`config.mk`:
```
export PLATFORM = sky130hd
export DESIGN_NAME = pat_core
export DESIGN_NICKNAME = d
export VERILOG_FILES = /design/src/common/cpu_pkg.sv /design/src/common/isa_pkg.sv /design/src/design/execute/alu.sv /design/src/design/execute/execute_unit.sv /design/src/design/execute/register_file.sv /design/src/design/fetch_unit.sv /design/src/design/instr_decoder.sv /design/src/design/pat_core.sv
export SDC_FILE = /design/constraint.sdc
export NUM_CORES = 1
export LEC_CHECK = 0
export BUFFER_PORTS_ARGS = -buffer_cell sky130_fd_sc_hd__buf_2
export CAP_MARGIN = 25
export CORE_MARGIN = 2
export CORE_UTILIZATION = 59
export CTS_CLUSTER_DIAMETER = 100
export DETAILED_ROUTE_END_ITERATION = 8
export GPL_TIMING_DRIVEN = 0
export PLACE_DENSITY = 0.76
export SETUP_SLACK_MARGIN = 0.5
export SYNTH_ARGS = -nofsm -noshare
export SYNTH_HDL_FRONTEND = slang
export SYNTH_SLANG_ARGS = --single-unit
```
`constraint.sdc`:
```
create_clock -name clk -period 5.1 [get_ports clk]
set_input_delay 1.02 -clock clk [delete_from_list [all_inputs] [get_ports clk]]
set_output_delay 1.02 -clock clk [all_outputs]
set_load 0.02 [all_outputs]
```
`src/common/cpu_pkg.sv`:
```
`default_nettype none

package cpu_pkg;

	// ==================================================
	// datapath widths
	// ==================================================
	localparam int data_width  = 8;  // register and alu word
	localparam int reg_count   = 8;  // entries in the register file
	localparam int addr_width  = 16; // widest code address carried between stages

	typedef logic [data_width-1:0]        data_t;      // register / operand / output word
	typedef logic [2:0]                   reg_addr_t;  // register index
	typedef logic [2:0]                   shamt_t;     // shift distance 0..7
	typedef logic signed [data_width-1:0] offset_t;    // branch displacement, two's complement
	typedef logic [addr_width-1:0]        code_addr_t; // instruction address, pc_width bits used

	// execute -> fetch, taken branch
	typedef struct packed {
		logic       taken;  // high for the one cycle of a taken BF
		code_addr_t target; // address of the BF plus its offset
	} redirect_t;

	// output port register
	typedef struct packed {
		logic  valid; // one-cycle strobe
		data_t data;  // value of rd at the OUT
	} out_port_t;

endpackage

`default_nettype wire

```
`src/common/isa_pkg.sv`:
```
`default_nettype none

package isa_pkg;

	// marks i3 class in opcode, and i0 class in imm[7:4]
	localparam logic [3:0] i3_prefix = 4'b1111;

	// condition codes, evaluated against the flags in execute
	typedef enum logic [1:0] {
		cond_z  = 2'd0, // zero
		cond_nz = 2'd1, // not zero
		cond_n  = 2'd2, // negative
		cond_al = 2'd3  // always
	} cond_e;

	// raw instruction word, 17 bits
	typedef struct packed {
		cpu_pkg::reg_addr_t rd;     // destination, also operand a
		cond_e              cond;   // per-instruction condition
		logic [3:0]         opcode; // i8 opcode or i3 prefix
		cpu_pkg::data_t     imm;    // immediate / sub-opcodes / rs
	} instr_t;

	// i8 class, opcode field
	localparam logic [3:0] op_ori  = 4'd0;
	localparam logic [3:0] op_orr  = 4'd1;
	localparam logic [3:0] op_andi = 4'd2;
	localparam logic [3:0] op_andr = 4'd3;
	localparam logic [3:0] op_addi = 4'd4;
	localparam logic [3:0] op_addr = 4'd5;
	localparam logic [3:0] op_subi = 4'd6;
	localparam logic [3:0] op_subr = 4'd7;
	localparam logic [3:0] op_ldi  = 4'd8;
	localparam logic [3:0] op_bf   = 4'd13;

	// i3 class, imm[7:4]
	localparam logic [3:0] op_shlzi = 4'd0;
	localparam logic [3:0] op_shlzr = 4'd1;
	localparam logic [3:0] op_shloi = 4'd2;
	localparam logic [3:0] op_shlor = 4'd3;
	localparam logic [3:0] op_shrzi = 4'd4;
	localparam logic [3:0] op_shrzr = 4'd5;
	localparam logic [3:0] op_asri  = 4'd6;
	localparam logic [3:0] op_asrr  = 4'd7;
	localparam logic [3:0] op_out   = 4'd11;

	// i0 class, imm[3:0]
	localparam logic [3:0] op_not  = 4'd0;
	localparam logic [3:0] op_test = 4'd2;
	localparam logic [3:0] op_nop  = 4'd15;

	// ten operations, so four bits
	typedef enum logic [3:0] {
		alu_or, alu_and, alu_add, alu_sub, alu_not,
		alu_shlz, alu_shlo, alu_shrz, alu_asr, alu_pass_b
	} alu_op_e;

	// decode -> execute register
	typedef struct packed {
		logic                valid;
		cpu_pkg::reg_addr_t  rd;
		cpu_pkg::reg_addr_t  rs;
		cond_e               cond;
		alu_op_e             alu_op;
		logic                use_imm;    // operand b from imm instead of rs
		cpu_pkg::data_t      imm;        // expanded immediate or branch offset
		logic                writes_reg;
		logic                is_test;
		logic                is_out;
		logic                is_branch;
		cpu_pkg::code_addr_t pc;         // address of this instruction
	} decoded_t;

endpackage

`default_nettype wire

```
`src/design/execute/alu.sv`:
```
`timescale 1ns/1ps
`default_nettype none

module alu (
	input  wire cpu_pkg::data_t   i_a,
	input  wire cpu_pkg::data_t   i_b,
	input  wire isa_pkg::alu_op_e i_op,
	output cpu_pkg::data_t        o_y
);

	cpu_pkg::shamt_t amt;
	cpu_pkg::data_t  b_add;   // b or ~b for subtract
	cpu_pkg::data_t  sum;
	logic            is_sub;

	assign amt    = i_b[2:0]; // shift distance
	assign is_sub = (i_op == isa_pkg::alu_sub);
	assign b_add  = is_sub ? ~i_b : i_b;
	assign sum    = i_a + b_add + cpu_pkg::data_t'(is_sub); // a + ~b + 1

	always_comb
	begin
		case (i_op)
			isa_pkg::alu_or:   o_y = i_a | i_b;
			isa_pkg::alu_and:  o_y = i_a & i_b;
			isa_pkg::alu_add,
			isa_pkg::alu_sub:  o_y = sum;              // wraps at 8 bits
			isa_pkg::alu_not:  o_y = ~i_a;
			isa_pkg::alu_shlz: o_y = i_a << amt;
			isa_pkg::alu_shlo: o_y = ~((~i_a) << amt); // ones into vacated low bits
			isa_pkg::alu_shrz: o_y = i_a >> amt;
			isa_pkg::alu_asr:  o_y = cpu_pkg::data_t'($signed(i_a) >>> amt); // sign fill
			default:           o_y = i_b;              // pass b, LDI
		endcase
	end

endmodule

`default_nettype wire

```
`src/design/execute/execute_unit.sv`:
```
`timescale 1ns/1ps
`default_nettype none

module execute_unit (
	input  wire logic              clk,
	input  wire logic              reset,
	input  wire isa_pkg::decoded_t i_decoded,
	output cpu_pkg::redirect_t     o_redirect,
	output cpu_pkg::data_t         o_out,
	output logic                   o_out_valid
);

	cpu_pkg::data_t    rd_data;  // operand a, also TEST / OUT source
	cpu_pkg::data_t    rs_data;
	cpu_pkg::data_t    op_b;
	cpu_pkg::data_t    alu_y;
	cpu_pkg::offset_t  offset;   // branch displacement
	cpu_pkg::out_port_t out_q;
	logic flag_z;
	logic flag_n;
	logic cond_true;
	logic fire;                  // valid and condition met

	register_file u_register_file (
		.clk       (clk),
		.i_rd_addr (i_decoded.rd),
		.i_rs_addr (i_decoded.rs),
		.i_we      (fire && i_decoded.writes_reg),
		.i_wdata   (alu_y),
		.o_rd_data (rd_data),
		.o_rs_data (rs_data)
	);

	assign op_b = i_decoded.use_imm ? i_decoded.imm : rs_data;

	alu u_alu (
		.i_a  (rd_data),
		.i_b  (op_b),
		.i_op (i_decoded.alu_op),
		.o_y  (alu_y)
	);

	// ==================================================
	// condition check against current flags
	// ==================================================
	always_comb
	begin
		case (i_decoded.cond)
			isa_pkg::cond_z:  cond_true = flag_z;
			isa_pkg::cond_nz: cond_true = !flag_z;
			isa_pkg::cond_n:  cond_true = flag_n;
			default:          cond_true = 1'b1; // always
		endcase
	end

	assign fire = i_decoded.valid && cond_true;

	// branch resolution, combinational from the execute register
	assign offset            = cpu_pkg::offset_t'(i_decoded.imm);
	assign o_redirect.taken  = fire && i_decoded.is_branch;
	assign o_redirect.target = i_decoded.pc + {{8{offset[7]}}, offset}; // sign-extended

	// flags and output port commit
	always_ff @(posedge clk)
	begin
		if (reset)
		begin
			flag_z      <= 1'b0;
			flag_n      <= 1'b0;
			out_q.valid <= 1'b0;
		end
		else
		begin
			if (fire && i_decoded.is_test)
			begin
				flag_z <= (rd_data == '0);
				flag_n <= rd_data[7]; // msb is the sign
			end
			out_q.valid <= fire && i_decoded.is_out; // one-cycle pulse
		end
		if (fire && i_decoded.is_out)
			out_q.data <= rd_data;
	end

	assign o_out       = out_q.data;
	assign o_out_valid = out_q.valid;

	// the BF itself and both squashed slots must stay silent
	a_no_out_after_jump : assert property (@(posedge clk) disable iff (reset)
		o_redirect.taken |=> !o_out_valid [*3]);

endmodule

`default_nettype wire

```
`src/design/execute/register_file.sv`:
```
`timescale 1ns/1ps
`default_nettype none

module register_file (
	input  wire logic               clk,
	input  wire cpu_pkg::reg_addr_t i_rd_addr,
	input  wire cpu_pkg::reg_addr_t i_rs_addr,
	input  wire logic               i_we,
	input  wire cpu_pkg::data_t     i_wdata,
	output cpu_pkg::data_t          o_rd_data,
	output cpu_pkg::data_t          o_rs_data
);

	cpu_pkg::data_t regs [cpu_pkg::reg_count]; // contents undefined after reset

	// write lands at the edge, seen by the next execute read
	always_ff @(posedge clk)
	begin
		if (i_we)
			regs[i_rd_addr] <= i_wdata; // write goes to rd
	end

	assign o_rd_data = regs[i_rd_addr];
	assign o_rs_data = regs[i_rs_addr];

endmodule

`default_nettype wire

```
`src/design/fetch_unit.sv`:
```
`timescale 1ns/1ps
`default_nettype none

module fetch_unit #(
	parameter int pc_width = 10
) (
	input  wire logic                clk,
	input  wire logic                reset,
	input  wire isa_pkg::instr_t     i_instruction,   // word at o_pc from program memory
	input  wire cpu_pkg::redirect_t  i_redirect,
	output logic [pc_width-1:0]      o_pc,
	output isa_pkg::instr_t          o_fetched,
	output logic [pc_width-1:0]      o_fetched_pc,
	output logic                     o_fetched_valid
);

	// program counter
	always_ff @(posedge clk)
	begin
		if (reset)
			o_pc <= '0;
		else if (i_redirect.taken)
			o_pc <= i_redirect.target[pc_width-1:0]; // low bits only
		else
			o_pc <= o_pc + 1'b1;
	end

	// capture register holds the word plus the address it came from
	always_ff @(posedge clk)
	begin
		o_fetched    <= i_instruction;
		o_fetched_pc <= o_pc;
		o_fetched_valid <= !(reset || i_redirect.taken); // wrong-path slot dropped on redirect
	end

	// ==================================================
	// checks
	// ==================================================
	// branch target must fit the pc and be the next address presented to memory
	a_redirect_pc : assert property (@(posedge clk) disable iff (reset)
		i_redirect.taken |=> (cpu_pkg::code_addr_t'(o_pc) == $past(i_redirect.target)));

endmodule

`default_nettype wire

```
`src/design/instr_decoder.sv`:
```
`timescale 1ns/1ps
`default_nettype none

module instr_decoder #(
	parameter int pc_width = 10
) (
	input  wire logic                clk,
	input  wire logic                reset,
	input  wire isa_pkg::instr_t     i_fetched,
	input  wire logic [pc_width-1:0] i_fetched_pc,
	input  wire logic                i_fetched_valid,
	input  wire logic                i_flush,         // taken branch in execute
	output isa_pkg::decoded_t        o_decoded
);

	logic is_i8;
	logic is_i3;
	isa_pkg::decoded_t dec; // next value of the decode register

	// class by prefix
	assign is_i8 = (i_fetched.opcode != isa_pkg::i3_prefix);
	assign is_i3 = !is_i8 && (i_fetched.imm[7:4] != isa_pkg::i3_prefix);

	always_comb
	begin
		dec            = '0;
		dec.alu_op     = isa_pkg::alu_pass_b;
		dec.valid      = i_fetched_valid;
		dec.rd         = i_fetched.rd;
		dec.rs         = i_fetched.imm[2:0]; // register source for r-forms
		dec.cond       = i_fetched.cond;
		dec.pc         = cpu_pkg::code_addr_t'(i_fetched_pc);
		if (is_i8)
		begin
			// ==================================================
			// i8: full 8-bit immediate, even opcode = immediate form
			dec.imm     = i_fetched.imm;
			dec.use_imm = ~i_fetched.opcode[0];
			case (i_fetched.opcode)
				isa_pkg::op_ori, isa_pkg::op_orr:   {dec.alu_op, dec.writes_reg} = {isa_pkg::alu_or, 1'b1};
				isa_pkg::op_andi, isa_pkg::op_andr: {dec.alu_op, dec.writes_reg} = {isa_pkg::alu_and, 1'b1};
				isa_pkg::op_addi, isa_pkg::op_addr: {dec.alu_op, dec.writes_reg} = {isa_pkg::alu_add, 1'b1};
				isa_pkg::op_subi, isa_pkg::op_subr: {dec.alu_op, dec.writes_reg} = {isa_pkg::alu_sub, 1'b1};
				isa_pkg::op_ldi:  dec.writes_reg = 1'b1; // pass b with the immediate
				isa_pkg::op_bf:   dec.is_branch  = 1'b1; // imm is the signed offset
				default:          dec.valid      = i_fetched_valid; // unassigned opcode, nop
			endcase
		end
		else if (is_i3)
		begin
			// ==================================================
			// i3: shift amount or rs in imm[2:0]
			dec.imm     = cpu_pkg::data_t'(i_fetched.imm[2:0]);
			dec.use_imm = ~i_fetched.imm[4];
			case (i_fetched.imm[7:4])
				isa_pkg::op_shlzi, isa_pkg::op_shlzr: {dec.alu_op, dec.writes_reg} = {isa_pkg::alu_shlz, 1'b1};
				isa_pkg::op_shloi, isa_pkg::op_shlor: {dec.alu_op, dec.writes_reg} = {isa_pkg::alu_shlo, 1'b1};
				isa_pkg::op_shrzi, isa_pkg::op_shrzr: {dec.alu_op, dec.writes_reg} = {isa_pkg::alu_shrz, 1'b1};
				isa_pkg::op_asri, isa_pkg::op_asrr:   {dec.alu_op, dec.writes_reg} = {isa_pkg::alu_asr, 1'b1};
				isa_pkg::op_out:  dec.is_out = 1'b1;
				default:          dec.is_out = 1'b0; // nop
			endcase
		end
		else
		begin
			// i0: operates on rd alone
			case (i_fetched.imm[3:0])
				isa_pkg::op_not:  {dec.alu_op, dec.writes_reg} = {isa_pkg::alu_not, 1'b1};
				isa_pkg::op_test: dec.is_test = 1'b1;
				isa_pkg::op_nop:  dec.is_test = 1'b0;
				default:          dec.is_test = 1'b0; // unassigned, nop
			endcase
		end
	end

	always_ff @(posedge clk)
	begin
		o_decoded <= dec;
		if (reset || i_flush)
			o_decoded.valid <= 1'b0; // squash wrong-path slot
	end

	// one commit kind per instruction
	a_one_kind : assert property (@(posedge clk) disable iff (reset)
		o_decoded.valid |-> $onehot0({o_decoded.writes_reg, o_decoded.is_test,
			o_decoded.is_out, o_decoded.is_branch}));

endmodule

`default_nettype wire

```
`src/design/pat_core.sv`:
```
`timescale 1ns/1ps
`default_nettype none

module pat_core #(
	parameter int pc_width = 10 // instruction address width
) (
	input  wire logic            clk,
	input  wire logic            reset,
	input  wire isa_pkg::instr_t i_instruction,
	output logic [pc_width-1:0]  o_pc,
	output logic                 o_jump,
	output cpu_pkg::data_t       o_out,
	output logic                 o_out_valid
);

	isa_pkg::instr_t      fetched;
	logic [pc_width-1:0]  fetched_pc;
	logic                 fetched_valid;
	isa_pkg::decoded_t    decoded;
	cpu_pkg::redirect_t   redirect;

	// ==================================================
	// fetch -> decode -> execute
	// ==================================================
	fetch_unit #(.pc_width(pc_width)) u_fetch_unit (
		.clk             (clk),
		.reset           (reset),
		.i_instruction   (i_instruction),
		.i_redirect      (redirect),
		.o_pc            (o_pc),
		.o_fetched       (fetched),
		.o_fetched_pc    (fetched_pc),
		.o_fetched_valid (fetched_valid)
	);

	instr_decoder #(.pc_width(pc_width)) u_instr_decoder (
		.clk             (clk),
		.reset           (reset),
		.i_fetched       (fetched),
		.i_fetched_pc    (fetched_pc),
		.i_fetched_valid (fetched_valid),
		.i_flush         (redirect.taken),
		.o_decoded       (decoded)
	);

	execute_unit u_execute_unit (
		.clk         (clk),
		.reset       (reset),
		.i_decoded   (decoded),
		.o_redirect  (redirect),
		.o_out       (o_out),
		.o_out_valid (o_out_valid)
	);

	assign o_jump = redirect.taken; // one cycle per taken BF

endmodule

`default_nettype wire

```
==> results.json <==
{
  "synth_flop_cell": "dfxtp_1",
  "total_power_w": 0.003023,
  "numPortBuffers": 38,
  "finalHoldViolations": 0,
  "critPathLaunchType": "flip-flop",
  "hold_buffers": 0,
  "cts_tree": "done",
  "clk_latency_ps": 430,
  "grt-ovfl-total": 0,
  "max_freq_mhz": 239.9,
  "yosysTopAreaCellShare": 0.2951,
  "cts_max_level": 4,
  "slowest_stage": "a22oi_1",
  "drc": 0,
  "final_common_cell": "dfxtp_1",
  "ys_async_sr_fraction": 0,
  "clock-root-buffer": "clkbuf_16",
  "status": "finished, final reports clean",
  "required_ps": 5240,
  "netlist_instances": 656,
  "ys_seq_elements": 149,
  "layout_common_cells": "dfxtp_1 (77), edfxtp_1 (72), nor2_1 (60)",
  "synth_nets": 694,
  "slew_headroom": 0.3463,
  "gp_congestion": 0.9669,
  "dp_hpwl_um": 12800,
  "clk_pin_slew_ps": 60,
  "leakagePower_nw": 3.209,
  "grtUsageTotal": 0.2844,
  "yosysWarnings": 0,
  "critPathMaxStageDelay_ps": 540,
  "cp.arrival_ps": 4310,
  "vdd_drop_max_mv": 0.4260,
  "path_max_fanout": 10,
  "numCtsBuffers": 17,
  "cts.sinks": 149,
  "post-place-ws_ps": 551.7,
  "rows": 40,
  "clock_path_buffers": 2,
  "fill_cells": 873,
  "avgSynthCellArea_um2": 11.17,
  "routedWlPerCell_um": 20.05,
  "cp_cell_sequence": "buf_6 > mux2i_1 > a22o_1 > o31ai_4 > buf_4 > buf_2 > xor2_1 > ha_1 > a31oi_4 > nand2_1 > a21oi_1 > xnor2_1 > a211oi_1 > a22oi_1",
  "worstHoldPathType": "flip-flop to flip-flop",
  "synth-edff-count": 72,
  "initial_core_util": 0.6074,
  "ys_types": 75,
  "core-area_mm2": 0.01206,
  "setup_viol": 0,
  "p_per_area_mw_per_mm2": 361.7,
  "holdWs_ps": 324.4,
  "antenna_found_initial": 0,
  "synth_seq_area_share": 0.5056,
  "die_w_um": 115.4,
  "fin_crit_ps": 4168,
  "setup_tns_ps": 0,
  "setup.worst_path.end_class": "flip-flop",
  "die_area_mm2": 0.01332,
  "worst_pin_slew_ps": 977.0,
  "n_antenna_cell": 0,
  "io_pins": 39,
  "finalCritPeriodShare": 0.8173,
  "grt_max_degree": 17,
  "routed_via_density": 6.158,
  "fin_nets": 752,
  "final_util": 0.6929,
  "fin_ws_ps": 932.0,
  "grt_pass1_vias": 5294,
  "finClkSkew_ps": 11.53,
  "drt-initial-drc-count": 509,
  "vias": 5511,
  "rsz0062_at_grt": "false",
  "yosys-top-cells-area": "edfxtp_1 (30%), dfxtp_1 (21%), mux4_2 (6.1%), a21oi_1 (3.6%), mux2i_1 (3.6%)",
  "wirelength_um": 17940,
  "die-height_um": 115.4,
  "dr.pass1.iters": 5,
  "crit_type": "flip-flop to flip-flop",
  "synth.cell_area_mm2": 0.007326,
  "drive_gt1_frac": 0.1953,
  "drtAntennaViolNets": 0,
  "synth_top_area_cell": "edfxtp_1",
  "final-max-slew-violation-count": 0,
  "syn2layout_area_growth_pct": 14.09,
  "grt_pass1_wl_um": 28000,
  "drv_cap": 0
}
## sequential cells by signal, summed over array words and instances (netlist names), named ones only
signal	flops
u_execute_unit.o_out	8
u_execute_unit.flag_z	1
u_execute_unit.u_register_file.regs	64
u_fetch_unit.o_fetched_pc	10
u_execute_unit.u_register_file.i_rd_addr	3
u_fetch_unit.o_fetched_valid	1
u_fetch_unit.o_pc	10
u_fetch_unit.o_fetched	17
u_instr_decoder.o_decoded	30
u_execute_unit.o_out_valid	1
u_execute_unit.flag_n	1
## repair_timing
action / 4_1_cts / 5_1_grt
setup endpoints to repair: 0 / 16
setup buffers: 0 / 0
resized for setup: 0 / 3
## cell families after synthesis
group,share of synthesized area
AOI/OAI and AO/OA,0.1457
and+or+nand+nor,0.1283
buffers and inverters,0.03535
xor gates and xnor gates,0.03467
muxes,0.1160
DFF,0.5056
adders and majority gates,0.03450
## worst paths after layout
kind	start	to	slack, ps	cells past startpoint
worst max-delay path	flip-flop	u_execute_unit.u_register_file.regs[7][3]	930	14
worst min-delay path	u_fetch_unit.o_fetched_pc[6]	u_instr_decoder.o_decoded[6]	320	0
worst max register to register	flip-flop	u_execute_unit.u_register_file.regs[7][3]	930	14
worst min register to register	u_fetch_unit.o_fetched_pc[6]	u_instr_decoder.o_decoded[6]	320	0
## routing by layer
layer	routed length [um]	part of all wire	global-route usage	vias to the layer above
li1	-	-	-	2547
met3	1558	0.087	0.06851	50
met2	8485	0.47	0.4515	305
met4	582	0.032	0.1205	0
met1	7318	0.41	0.3773	2609
met5	0	0	0	-
## through the flow
step                      area, um2  instances
after global routing           8358        895
after floorplan                7326        656
final                          8358        895
after detailed placement       7739        863
after CTS                      8348        895
after global placement         7726        862
## worst max-delay path: cells and delay by family, from the launching register on
family | cells | cell delay (ps)
simple gates | 1 | 80
buf+inv | 3 | 730
flops | 1 | 360
xor+xnor | 2 | 490
compound gates | 6 | 1740
fa+ha+maj | 1 | 330
mux | 1 | 140
## Yosys cell counts (3+ instances only)
cell type	n
nor4_1	4
nor2_1	60
a21o_1	6
buf_2	15
a31oi_1	5
mux2i_1	26
nand3_1	15
edfxtp_1	72
nor3_1	15
nand2b_1	9
a211o_1	5
or3_1	4
o21ai_0	25
o22ai_1	6
o221ai_1	6
a32oi_1	3
nand4_1	3
ha_1	17
and3_1	4
clkbuf_1	7
mux4_2	20
a211oi_1	10
xnor2_1	16
a21boi_0	3
buf_4	3
and2_1	15
inv_1	21
xor2_1	13
buf_1	4
nand2_1	47
mux2_2	10
dfxtp_1	77
nor2b_1	6
a21oi_1	52
## final cells by class
cell class              count  area [um2]  area share
clock inverters            14       170.2     0.02036
flip-flops and latches    149        3704      0.4431
well taps                 168       210.2     0.02515
multi-input cells         453        3378      0.4042
clock buffers              18       439.2     0.05254
repair buffers             39       197.7     0.02365
plain buffers              32       176.4     0.02111
inverters                  22       82.58    0.009880
## where the power goes
group | internal, W | switching (W)
sequential | 0.00131 | 0.0000234
clock | 0.000748 | 0.000521
combinational | 0.000162 | 0.000263
total | 0.00222 | 0.000808
Power figures use the tool's default switching activity.
